--- src/design/ram_model_params.svh ---
`ifndef RAM_MODEL_PARAMS_SVH
`define RAM_MODEL_PARAMS_SVH

// Address width in bits, 32 or 64.
`define RAM_ADDR_WIDTH 32

// Number of banks, a power of two.
`define RAM_NUM_BANKS 4

// 32-bit words per bank, a power of two.
`define RAM_BANK_WORDS 64

// Transactions in flight, a power of two.
`define RAM_ORDER_DEPTH 4

`endif
--- src/design/ram_data_pkg.sv ---
`default_nettype none

package ram_data_pkg;

    typedef enum logic {
        RESP_READ  = 1'b0,
        RESP_WRITE = 1'b1
    } resp_op_e;

    typedef struct packed {
        logic [31:0] data;
        logic        last;
    } w_beat_t;

    typedef struct packed {
        resp_op_e    opcode;
        logic [15:0] id;
        logic [7:0]  len;
        logic [31:0] data;   // Read data, don't care for writes.
        logic        first;
        logic        last;
    } bank_resp_t;

endpackage

`default_nettype wire

--- src/design/ram_resp_merger.sv ---
`timescale 1ns/100ps
`default_nettype none

`include "ram_model_params.svh"

module ram_resp_merger (
    input  logic                              clk,
    input  logic                              rst,
    input  logic                              ord_valid,
    output logic                              ord_ready,
    input  logic [$clog2(`RAM_NUM_BANKS)-1:0] ord_bank,
    input  logic [`RAM_NUM_BANKS-1:0]         bank_resp_valid,
    output logic [`RAM_NUM_BANKS-1:0]         bank_resp_ready,
    input  ram_data_pkg::bank_resp_t          bank_resp [`RAM_NUM_BANKS],
    output logic                              resp_valid,
    input  logic                              resp_ready,
    output logic [31:0]                       resp_data,
    output logic                              busy
);

    import ram_data_pkg::*;

    localparam int BANK_BITS = $clog2(`RAM_NUM_BANKS);
    localparam int PTR_BITS  = $clog2(`RAM_ORDER_DEPTH);
    localparam logic [PTR_BITS:0] DEPTH = `RAM_ORDER_DEPTH;

    logic [BANK_BITS-1:0] ord_q [`RAM_ORDER_DEPTH];
    logic [BANK_BITS-1:0] head_bank;
    logic [PTR_BITS-1:0]  wr_ptr;
    logic [PTR_BITS-1:0]  rd_ptr;
    logic [PTR_BITS:0]    count;
    logic                 hdr_sent;
    logic                 show_hdr;
    logic                 consume;
    logic                 push;
    logic                 pop;
    bank_resp_t           head;

    assign head_bank  = ord_q[rd_ptr];
    assign head       = bank_resp[head_bank];
    assign show_hdr   = head.first && !hdr_sent;
    assign resp_valid = count != 0 && bank_resp_valid[head_bank];
    assign resp_data  = show_hdr ? {head.id, head.len, 7'd0, head.opcode} : head.data;

    // A write is header only, so its header word takes the bank response.
    assign consume = resp_valid && resp_ready && (!show_hdr || head.opcode == RESP_WRITE);
    assign bank_resp_ready = `RAM_NUM_BANKS'(count != 0 && resp_ready &&
                                             (!show_hdr || head.opcode == RESP_WRITE)) << head_bank;

    assign ord_ready = count != DEPTH;
    assign push      = ord_valid && ord_ready;
    assign pop       = consume && head.last;
    assign busy      = count != 0;

    always_ff @(posedge clk) begin
        if (push) ord_q[wr_ptr] <= ord_bank;
    end

    always_ff @(posedge clk) begin
        if (rst) begin
            wr_ptr   <= '0;
            rd_ptr   <= '0;
            count    <= '0;
            hdr_sent <= 1'b0;
        end else begin
            if (push) wr_ptr <= wr_ptr + 1'b1;
            if (pop) rd_ptr <= rd_ptr + 1'b1;
            if (push && !pop) begin
                count <= count + 1'b1;
            end else if (pop && !push) begin
                count <= count - 1'b1;
            end
            if (consume) begin
                hdr_sent <= 1'b0;
            end else if (resp_valid && resp_ready && show_hdr) begin
                hdr_sent <= 1'b1;  // Read header out, data next.
            end
        end
    end

endmodule

`default_nettype wire

--- config.mk ---
export PLATFORM = sky130hd
export DESIGN_NAME = ram_resp_merger
export DESIGN_NICKNAME = d
export VERILOG_FILES = /design/src/design/ram_data_pkg.sv /design/src/design/ram_resp_merger.sv
export VERILOG_INCLUDE_DIRS = /design/src /design/src/design
export SDC_FILE = /design/constraint.sdc
export NUM_CORES = 1
export LEC_CHECK = 0
export BUFFER_PORTS_ARGS = -buffer_cell sky130_fd_sc_hd__buf_2
export CAP_MARGIN = 20
export CORE_AREA = 2 2 111 113
export CTS_BUF_LIST = sky130_fd_sc_hd__clkbuf_8
export DETAILED_ROUTE_END_ITERATION = 6
export DIE_AREA = 0 0 113 115
export PLACE_DENSITY = 0.67
export RECOVER_POWER = 50
export SLEW_MARGIN = 15
export SYNTH_ARGS = -nofsm -noshare
export SYNTH_HDL_FRONTEND = slang
export SYNTH_SLANG_ARGS = --single-unit
--- constraint.sdc ---
create_clock -name clk -period 4.2 [get_ports clk]
set_clock_uncertainty 0.05 [all_clocks]
set_input_delay 0.84 -clock clk [delete_from_list [all_inputs] [get_ports clk]]
set_output_delay 0.84 -clock clk [all_outputs]
set_load 0.005 [all_outputs]
# Word level (Yosys, flattened, before mapping)
# Memory sizes are Yosys's and may differ from the RTL's. A register that Yosys moved wholly into a read port is not among the register bits.
# Index checks and enable logic that the tools add are counted.
dict set report totals {
  ram_bits 8
  reg_bits 8
  elab_cells 45
  out_inout_bits 39
  latch_bits 0
  n_memories 1
  romBits 0
}
# memory words word_bits rd rd_ports_with_merged_regs write_ports line_no
set memory_table {}
lappend memory_table {ord_q 4 2 1 1 1 ram_resp_merger.sv:27} ;# logic [BANK_BITS-1:0] ord_q [`RAM_ORDER_DEPTH];
dict set report classes {
  add_sub_neg 4
  muxes 12
  bitwise_logic 1
  shift 1
  n_reduce_logical 19
  magnitude_cmp 2
  div_mod_pow 0
  n_eq_ne 1
  multipliers 0
}
# operator n
set op_table {}
lappend op_table {{binary-select mux 59 bit (select 2 bit)} 1}
lappend op_table {{2-to-1 mux 59 bit} 2}
lappend op_table {{2-to-1 mux 32 bit} 1}
lappend op_table {{logical AND 1 bit} 11}
lappend op_table {{2-to-1 mux 3 bit} 2}
lappend op_table {{adder 2 x 1 -> 2 bit (second input constant)} 2}
lappend op_table {{logical NOT 1 bit} 4}
lappend op_table {{2-to-1 mux 2 bit} 2}
lappend op_table {{<< shifter 1 x 2 -> 4 bit} 1}
lappend op_table {{adder 3 x 1 -> 3 bit (second input constant)} 1}
lappend op_table {{>= comparator 3 bit (second input constant)} 1}
lappend op_table {{less-than comparator 2 x 3 -> 1 bit (second input constant)} 1}
lappend op_table {{2-to-1 mux 1 bit} 3}
lappend op_table {{!= test 3 bit (second input constant)} 1}
lappend op_table {{NOT 2 -> 3 bit} 1}
lappend op_table {{nonzero test 3 bit} 1}
lappend op_table {{subtractor 3 x 1 -> 3 bit (second input constant)} 1}
lappend op_table {{binary-select mux 1 bit (select 2 bit)} 1}
lappend op_table {{nonzero test 2 bit} 1}
lappend op_table {{OR reduction 2 bit} 1}
lappend op_table {{logical OR 1 bit} 1}

# Logic depth before layout (Yosys ltp)
# Gate-level depths: netlist of the first run.
dict set report depth {
  depth_word 12
  ltp_mapped 11
  depth_no_buf 10
}

# Least setup slack after synthesis of the first run
# No wires, ideal clock.
dict set report synth_timing {
  kind {reg2reg}
  from {register with a tool-made name}
  to {register count[2]}
  path_slack_ps 1157
  arrival_time_ps 2923
  period_less_slack_ps 3043
  t_required_ps 4080
  path_stages_with_launch 12
  path_cell_list {dfxtp_1 -> mux4_2 -> buf_6 -> mux2i_2 -> o22a_4 -> o2111ai_4 -> ha_1 -> inv_1 -> fa_1 -> xor2_1 -> or3_1 -> a21oi_1}
}
# element line_no
set synth_rtl {}
lappend synth_rtl {{end signal: assignment} ram_resp_merger.sv:69} ;# count <= count + 1'b1;
lappend synth_rtl {{end signal: assignment} ram_resp_merger.sv:71} ;# count <= count - 1'b1;
lappend synth_rtl {{end: declaration} ram_resp_merger.sv:31} ;# logic [PTR_BITS:0] count;

==> impl_results.rst, run 1 <==
.. list-table::
   :header-rows: 1

   * - Metric
     - Value
   * - Status
     - finished with violations
   * - Failing checks
     - design-rule violations
   * - Worst reg-to-reg path cell count
     - 11
   * - Primary FF master, synth
     - sky130_fd_sc_hd__dfxtp_1
   * - Leading cell types by total area after synthesis
     - sky130_fd_sc_hd__mux2i_1, sky130_fd_sc_hd__mux2_2, sky130_fd_sc_hd__edfxtp_1
   * - Deepest clock path buffer count
     - 2
   * - Unrepaired setup endpoints after global routing
     - false
   * - Post-Syn Nets
     - 532
   * - Unique masters post-synth
     - 34
   * - # H-tree levels
     - 1
   * - Setup Crit Path Kind
     - reg -> out
   * - Routed len/inst
     - 18.3 um
   * - Number of top-level pins
     - 285
   * - Max-Cap Viols
     - 0
   * - Overflow after GRT
     - 0
   * - Average cell area after synthesis
     - 10.1 um^2
   * - Via count of the first global-routing pass
     - 3,603
   * - Tot GR Track Use
     - 18.0%
   * - Final worst-path cycle share
     - 94.7%
   * - Peak fanout along the critical path
     - 12
   * - Most numerous cell in the Yosys netlist
     - sky130_fd_sc_hd__mux2i_1
   * - Sequential-to-total area share from yosys stat
     - 15.6%
   * - Area share of the largest cell type after synthesis
     - 22.4%
   * - Final Wtd Congestion
     - 0.942
   * - Compound-Gate Fraction of Synth Area
     - 15.4%
   * - Non-filler instance count after layout
     - 709
   * - Reg clk slew, reported paths
     - 60 ps
   * - Element type at the critical path end
     - primary output
   * - List of most frequent post-synthesis cells
     - sky130_fd_sc_hd__mux2i_1, sky130_fd_sc_hd__mux2_2, sky130_fd_sc_hd__a221oi_1, sky130_fd_sc_hd__o22ai_1
   * - Hold/Removal Path Class
     - reg -> reg
   * - Final-report hold violation count
     - 0
   * - First-pass iteration count of the detailed router
     - 6
   * - Slew margin rel.
     - 61.6%
   * - Post-synthesis register bit count
     - 18
   * - Synthesized-area fraction occupied by adder cells
     - 2.93%
   * - Total power density per cell area
     - 384 nW/um^2
   * - WP depth
     - 8
   * - Cell Count Post-Placement
     - 704
   * - End of the worst register-to-register path
     - count[2]
   * - Maximum vdd ir drop
     - 0.353 mV
   * - DIE HEIGHT
     - 115 um
   * - Area of the core
     - 11,800 um^2
   * - Required time worst endpoint
     - 3310 ps
   * - Proportion of synthesized area in mux cells
     - 51.3%
   * - Least-Margin Pin Slew
     - 575 ps
   * - Buffers and inverters on the worst path
     - 2
   * - Min-Delay Path Depth
     - 2
   * - Share of layout cells above drive strength 1
     - 64.2%
   * - Overall power after layout
     - 1.73 mW
   * - Post-Synthesis Cells
     - 280
   * - Kind of cell with the highest combined delay on the critical path
     - multiplexers
   * - Parity-gate share of the synthesized area counting xor and xnor cells
     - 1.24%
   * - Post-CTS Hold Fix Bufs
     - 0
   * - Final setup violation count
     - 0
   * - Final Net Count
     - 814
   * - Final Routed Wirelength
     - 13,000 um
   * - Die area
     - 13,000 um^2
   * - Async set-reset flop share out of synthesis
     - 0%
   * - Detail Placement HPWL
     - 11,200 um
   * - Initial standard-cell utilization of the core
     - 23.9%
   * - LEAKAGE
     - 2.27 nW
   * - Maximum frequency from static timing analysis
     - 252 MHz
   * - Number of buffers created by CTS
     - 3
   * - Slew Limit Fails
     - 0
   * - Post-synthesis to final-layout area growth
     - 59.9%
   * - Arr. time, crit path
     - 3090 ps
   * - Number of cell rows
     - 40
   * - Cell taking the most area after synthesis
     - sky130_fd_sc_hd__mux2i_1
   * - Endpoint of the most critical setup path
     - resp_data[30]
   * - CTS tree
     - built
   * - Clock sink count
     - 18
   * - Largest net degree at the start of global routing
     - 26
   * - Total DRC errors in the routed layout
     - 20
   * - Ys Warns
     - 0
   * - Count of vias placed by the detailed router
     - 3,522
   * - Wire length of the first global-routing pass
     - 18,700 um
   * - CP Launch Type
     - flip-flop
   * - Slowest cell delay on critical path
     - 690 ps
   * - Dominant combinational cell family by area after synthesis
     - multiplexers
   * - Min Clock Period, post-route
     - 3980 ps
   * - Fin Setup TNS
     - 0 ps
   * - Critical hold path startpoint
     - count[2]
   * - CP cell instances
     - mux4_2 -> mux2i_1 -> nor2_4 -> buf_12 -> mux2_1 -> o22ai_1 -> a221oi_1 -> buf_2
   * - Clock Tree Root
     - sky130_fd_sc_hd__clkbuf_8
   * - Quantity of I/O buffers inserted on ports
     - 284
   * - Antenna-violating nets left
     - 0
   * - Via-to-Cell Ratio
     - 4.97
   * - Combined area of all synthesized cells
     - 2820 um^2
   * - Number of DRC violations after detailed-routing iteration 0
     - 319
   * - Die width
     - 113 um
   * - Antenna violations before repair
     - 1
   * - Reg2reg setup slack
     - 290 ps
   * - Setup Buffers After CTS
     - 0
   * - Cts repair resizes
     - 0
   * - Critical-path top delay cell
     - sky130_fd_sc_hd__mux4_2
   * - Number of enable-type register cells in the synthesized netlist
     - 8
   * - Post-Synth Simple-Gate Area
     - 7.89%
   * - Later-pin clock latency in the skew report
     - 250 ps
## cell families (layout without fill, tap and decap cells)
logic type / after synthesis / after routing
muxes: 125 / 125
AOI/OAI and AO/OA: 56 / 56
and+or+nand+nor: 43 / 43
buffers and inverters: 28 / 309
DFF: 18 / 18
adders and majority gates: 6 / 6
xor gates and xnor gates: 4 / 4
other: 0 / 1
## power breakdown
part | total (mW) | leakage, nW | switching, mW | internal [mW]
combinational | 1.37 | 2.09 | 0.671 | 0.699
clock | 0.118 | 0.0231 | 0.0529 | 0.0648
sequential | 0.246 | 0.155 | 0.0288 | 0.217
total | 1.73 | 2.27 | 0.753 | 0.980
## area by class of cell
class | count | area, um^2
timing repair buffer | 301 | 1600
antenna | 1 | 2.50
clock buffer | 3 | 41.3
fill | 1177 | 7300
multi-input combinational | 234 | 2220
clock inverter | 1 | 3.75
inverter | 4 | 15.0
sequential | 18 | 440
tap | 147 | 184
## per-layer routing
layer | vias up | routed length (um) | GRT usage [%]
met3 | 16 | 933 | 3.00
met1 | 1682 | 5290 | 22.2
li1 | 1689 | - | -
met4 | 0 | 234 | 5.12
met5 | - | 0 | 0
met2 | 135 | 6530 | 32.5
## layout by cell type, fill, tap and decap left out, types with 2 or more instances in the layout
cell type,n
sky130_fd_sc_hd__buf_2,279
sky130_fd_sc_hd__mux2i_1,63
sky130_fd_sc_hd__mux2_2,46
sky130_fd_sc_hd__o22ai_1,24
sky130_fd_sc_hd__a221oi_1,24
sky130_fd_sc_hd__buf_4,11
sky130_fd_sc_hd__dfxtp_1,10
sky130_fd_sc_hd__mux4_2,9
sky130_fd_sc_hd__nor2_1,8
sky130_fd_sc_hd__edfxtp_1,8
sky130_fd_sc_hd__nand2_1,7
sky130_fd_sc_hd__and2_1,7
sky130_fd_sc_hd__clkbuf_1,6
sky130_fd_sc_hd__mux2_1,5
sky130_fd_sc_hd__ha_1,5
sky130_fd_sc_hd__buf_12,5
sky130_fd_sc_hd__inv_1,4
sky130_fd_sc_hd__and3_1,4
sky130_fd_sc_hd__and2_0,3
sky130_fd_sc_hd__o21ai_0,3
sky130_fd_sc_hd__or3_1,3
sky130_fd_sc_hd__a21oi_1,3
sky130_fd_sc_hd__clkbuf_8,3
sky130_fd_sc_hd__nor2_4,2
sky130_fd_sc_hd__nor2_2,2
sky130_fd_sc_hd__nor3_1,2
sky130_fd_sc_hd__nor4_1,2
sky130_fd_sc_hd__xnor2_1,2
sky130_fd_sc_hd__xor2_1,2
## per-stage QoR
step / setup slack, ps / hold WS, ps / cell area, um^2 / util (%)
global route: 41.2 / 486 / 4510 / 38.2
CTS: 183 / 450 / 4540 / 38.4
detailed placement: 459 / 441 / 4490 / 38.0
floorplan: 1160 / 410 / 2820 / -
global placement: 457 / 424 / 4490 / 38.0
finish: 224 / 454 / 4510 / 38.2
## worst min path at each step
stage / slack, ps / end
after detailed placement: 440 / count[2]
after floorplan: 410 / flip-flop
after global placement: 420 / rd_ptr[1]
after global routing: 490 / flip-flop
final: 450 / count[2]
after CTS: 450 / count[2]
## worst min-delay path: stages (launching register included)
cell	delay, ps
sky130_fd_sc_hd__dfxtp_1	330
sky130_fd_sc_hd__o21ai_0	70
sky130_fd_sc_hd__a21oi_1	60
Note: power is estimated with default switching activity, not from simulation.
==> run 2, diff against run 1 <==
ABC_AREA = 1   (was unset)
PLACE_DENSITY = unset   (was 0.67)
==> run 2 against run 1 <==
Compared with the run above: the run still ends with design-rule violations left; maximum frequency increased by 7.0%; highest routed layer is now met5; clock-buffer cell count unchanged; global-route usage increased by 1.2 points; first-iteration DRC count increased by 7.2%; synthesized area increased by 12%; combinational power increased by 7%; die area unchanged.
==> impl_results.rst, run 2 <==
.. list-table::
   :header-rows: 1

   * - Metric
     - Value
   * - Cell repeated most along the worst path
     - sky130_fd_sc_hd__nand2_1
   * - Most used cells in the layout excluding fill and tap cells
     - sky130_fd_sc_hd__buf_2, sky130_fd_sc_hd__nor2_1, sky130_fd_sc_hd__nand2_1 (was sky130_fd_sc_hd__buf_2, sky130_fd_sc_hd__mux2i_1, sky130_fd_sc_hd__mux2_2)
   * - CP Launch Type
     - flip-flop (unchanged)
   * - # H-tree levels
     - 1 (unchanged)
   * - Area of the core
     - 11,800 um^2 (unchanged)
   * - Length of routed met3 wiring
     - 1060 um (was 933 um)
   * - Primary FF master, synth
     - sky130_fd_sc_hd__dfxtp_1 (unchanged)
   * - Final worst-path cycle share
     - 88.5% (was 94.7%)
   * - Status
     - finished with violations (unchanged)
   * - Worst setup margin
     - 483 ps (was 224 ps)
   * - Via count of the first global-routing pass
     - 4,183 (was 3,603)
   * - Critical hold path startpoint
     - rd_ptr[0] (was count[2])
   * - DIE HEIGHT
     - 115 um (unchanged)
   * - Least-Margin Pin Slew
     - 858 ps (was 575 ps)
   * - Die width
     - 113 um (unchanged)
   * - Most frequent standard cell in the layout excluding fill and tap cells
     - sky130_fd_sc_hd__buf_2 (unchanged)
   * - Critical-path top delay cell
     - sky130_fd_sc_hd__buf_4 (was sky130_fd_sc_hd__mux4_2)
   * - Min-Delay Path Depth
     - 2 (unchanged)
   * - Sequential-to-total area share from yosys stat
     - 13.9% (was 15.6%)
   * - Wire length on met2
     - 6560 um (was 6530 um)
   * - Area share of the largest cell type after synthesis
     - 21.1% (was 22.4%)
   * - Number of cell rows
     - 40 (unchanged)
   * - Tot GR Track Use
     - 19.2% (was 18.0%)
   * - Antenna-violating nets left
     - 0 (unchanged)
   * - Maximum frequency from static timing analysis
     - 269 MHz (was 252 MHz)
   * - Number of buffers created by CTS
     - 3 (unchanged)
   * - Slew Limit Fails
     - 0 (unchanged)
   * - Cell taking the most area after synthesis
     - sky130_fd_sc_hd__nor2_1 (was sky130_fd_sc_hd__mux2i_1)
   * - Cts repair resizes
     - 0 (unchanged)
   * - Unrepaired setup endpoints after global routing
     - false (unchanged)
   * - Final Net Count
     - 1,059 (was 814)
   * - CTS tree
     - built (unchanged)
   * - Post-Syn Nets
     - 808 (was 532)
   * - Detail Placement HPWL
     - 11,000 um (was 11,200 um)
   * - M1 wire length
     - 5720 um (was 5290 um)
   * - Fin Setup TNS
     - 0 ps (unchanged)
   * - Clock Tree Root
     - sky130_fd_sc_hd__clkbuf_8 (unchanged)
   * - Post-synthesis to final-layout area growth
     - 45.5% (was 59.9%)
   * - Clock sink count
     - 18 (unchanged)
   * - Reg clk slew, reported paths
     - 70 ps (was 60 ps)
   * - Largest net degree at the start of global routing
     - 87 (was 26)
   * - Min Clock Period, post-route
     - 3720 ps (was 3980 ps)
   * - Via-to-Cell Ratio
     - 4.77 (was 4.97)
   * - Leading cell types by total area after synthesis
     - sky130_fd_sc_hd__nor2_1, sky130_fd_sc_hd__nand2_1, sky130_fd_sc_hd__o21ai_0 (was sky130_fd_sc_hd__mux2i_1, sky130_fd_sc_hd__mux2_2, sky130_fd_sc_hd__edfxtp_1)
   * - Maximum vdd ir drop
     - 0.238 mV (was 0.353 mV)
   * - Setup Crit Path Kind
     - reg -> out (unchanged)
   * - Final Routed Wirelength
     - 13,600 um (was 13,000 um)
   * - Ys Warns
     - 0 (unchanged)
   * - End of the worst register-to-register path
     - count[2] (unchanged)
   * - Dpl ws
     - 895 ps (was 459 ps)
   * - Die area
     - 13,000 um^2 (unchanged)
   * - Unique masters post-synth
     - 30 (was 34)
   * - Post-CTS Hold Fix Bufs
     - 0 (unchanged)
   * - Async set-reset flop share out of synthesis
     - 0% (unchanged)
   * - Count of filler cells inserted in the layout
     - 1,364 (was 1,177)
   * - LEAKAGE
     - 2.44 nW (was 2.27 nW)
   * - Deepest clock path buffer count
     - 2 (unchanged)
   * - Top routing layer in use
     - met5 (was met4)
   * - Hold/Removal Path Class
     - reg -> reg (unchanged)
   * - Post-Synthesis Cells
     - 556 (was 280)
   * - Reg2reg setup slack
     - 970 ps (was 290 ps)
   * - Most numerous cell in the Yosys netlist
     - sky130_fd_sc_hd__nor2_1 (was sky130_fd_sc_hd__mux2i_1)
   * - CP cell instances
     - inv_4 -> nand2_1 -> nand3_1 -> nand2_1 -> buf_4 -> nor2_1 -> o32ai_2 -> nand2_1 -> nand2_1 -> buf_2 (was mux4_2 -> mux2i_1 -> nor2_4 -> buf_12 -> mux2_1 -> o22ai_1 -> a221oi_1 -> buf_2)
   * - Wire length of the first global-routing pass
     - 20,600 um (was 18,700 um)
   * - Share of layout cells above drive strength 1
     - 38.5% (was 64.2%)
   * - Number of DRC violations after detailed-routing iteration 0
     - 342 (was 319)
   * - First-pass iteration count of the detailed router
     - 7 (was 6)
   * - Slowest cell delay on critical path
     - 670 ps (was 690 ps)
   * - Total DRC errors in the routed layout
     - 40 (was 20)
   * - Post-synthesis register bit count
     - 18 (unchanged)
   * - Setup Buffers After CTS
     - 0 (unchanged)
   * - Required time worst endpoint
     - 3310 ps (about the same)
   * - Quantity of I/O buffers inserted on ports
     - 284 (unchanged)
   * - Routed len/inst
     - 14.2 um (was 18.3 um)
   * - Later-pin clock latency in the skew report
     - 250 ps (about the same)
   * - Final setup violation count
     - 0 (unchanged)
   * - Number of top-level pins
     - 285 (unchanged)
   * - Max-Cap Viols
     - 0 (unchanged)
   * - Count of vias placed by the detailed router
     - 4,565 (was 3,522)
   * - List of most frequent post-synthesis cells
     - sky130_fd_sc_hd__nor2_1, sky130_fd_sc_hd__nand2_1, sky130_fd_sc_hd__o21ai_0 (was sky130_fd_sc_hd__mux2i_1, sky130_fd_sc_hd__mux2_2, sky130_fd_sc_hd__a221oi_1, sky130_fd_sc_hd__o22ai_1)
   * - Final Wtd Congestion
     - 0.844 (was 0.942)
   * - Number of enable-type register cells in the synthesized netlist
     - 8 (unchanged)
   * - Element type at the critical path end
     - primary output (unchanged)
   * - Combined area of all synthesized cells
     - 3170 um^2 (was 2820 um^2)
   * - Summed area of non-filler cells in the final layout
     - 4610 um^2 (was 4510 um^2)
   * - Overflow after GRT
     - 0 (unchanged)
   * - Destination of the worst hold path
     - rd_ptr[0] (was count[2])
   * - Peak fanout along the critical path
     - 86 (was 12)
   * - Arr. time, crit path
     - 2830 ps (was 3090 ps)
   * - Slew margin rel.
     - 42.8% (was 61.6%)
   * - Average cell area after synthesis
     - 5.70 um^2 (was 10.1 um^2)
   * - Antenna violations before repair
     - 5 (was 1)
   * - Post-Place Cell Area
     - 4590 um^2 (was 4490 um^2)
   * - Worst reg-to-reg path cell count
     - 16 (was 11)
   * - Initial standard-cell utilization of the core
     - 26.8% (was 23.9%)
   * - Failing checks
     - design-rule violations (unchanged)
   * - Total power density per cell area
     - 392 nW/um^2 (was 384 nW/um^2)
   * - Final-report hold violation count
     - 0 (unchanged)
## run 2: cell count changes in the layout (fill, tap and decap cells not counted), sizes merged, moves of 17 or more
cell,before,now
nor2,12,179
nand2,7,117
a221oi,24,0
nand3,0,24
o32ai,0,48
o22ai,24,7
mux2,51,0
inv,4,30
o21ai,3,70
mux2i,64,0
## run 2: how the worst max path moves through the flow
stage	to	slack (ps)	depth (start not counted)	from
finish	resp_data[27]	480	10	flip-flop
global route	resp_data[27]	200	10	flip-flop
CTS	resp_data[29]	620	10	flip-flop
detailed placement	resp_data[29]	900	10	flip-flop
global placement	resp_data[29]	880	10	flip-flop
floorplan	resp_data[10]	1710	8	bank_resp[119]
## run 2: stage by stage
| stage | std cells | power (mW) | utilization (%) | hold WS [ps] |
|---|---|---|---|---|
| floorplan | 556 | 1.24 | - | 399 |
| global placement | 949 | 1.72 | 38.8 | 416 |
| detailed placement | 949 | 1.72 | 38.8 | 417 |
| CTS | 953 | 1.85 | 39.2 | 427 |
| global route | 956 | 2.01 | 39.0 | 462 |
| finish | 958 | 1.81 | 39.0 | 427 |
## run 2: final cells by class
class | count | area [um^2] | area share (%)
Antenna cell | 5 | 12.5 | 0.271
Clock buffer | 3 | 41.3 | 0.896
Clock inverter | 1 | 3.75 | 0.0814
Inverter | 30 | 115 | 2.50
Multi-Input combinational cell | 464 | 2330 | 50.4
Sequential cell | 18 | 440 | 9.55
Tap cell | 147 | 184 | 3.99
Timing Repair Buffer | 290 | 1490 | 32.3
## run 2: layer usage
| layer | global-route usage, % | vias up |
|---|---|---|
| met5 | 0 | - |
| met4 | 4.39 | 2 |
| met3 | 3.32 | 21 |
| met2 | 34.3 | 176 |
| met1 | 24.1 | 1984 |
| li1 | - | 2382 |
## run 2: critical path, delay by kind of cell, from the launching register on
kind,cells,cell delay [ps]
flip-flops,1,490
buffers and inverters,3,840
AND/OR/NAND/NOR,6,880
AO/OA/AOI/OAI,1,280
## run 2: cells by family (layout without fill, tap and decap cells)
| family | count (synthesis) | count (layout) | synth area share (%) |
|---|---|---|---|
| AO/OA/AOI/OAI | 133 | 133 | 29.8 |
| adder cells (fa/ha/maj) | 6 | 6 | 2.61 |
| buffers and inverters | 74 | 324 | 11.9 |
| flip-flops | 18 | 18 | 13.9 |
| other | 0 | 5 | 0 |
| AND/OR/NAND/NOR | 325 | 325 | 41.8 |
## run 2: power breakdown
| part | internal, mW | switching (mW) |
|---|---|---|
| logic | 0.583 | 0.874 |
| clock network | 0.0649 | 0.0549 |
| registers | 0.210 | 0.0217 |
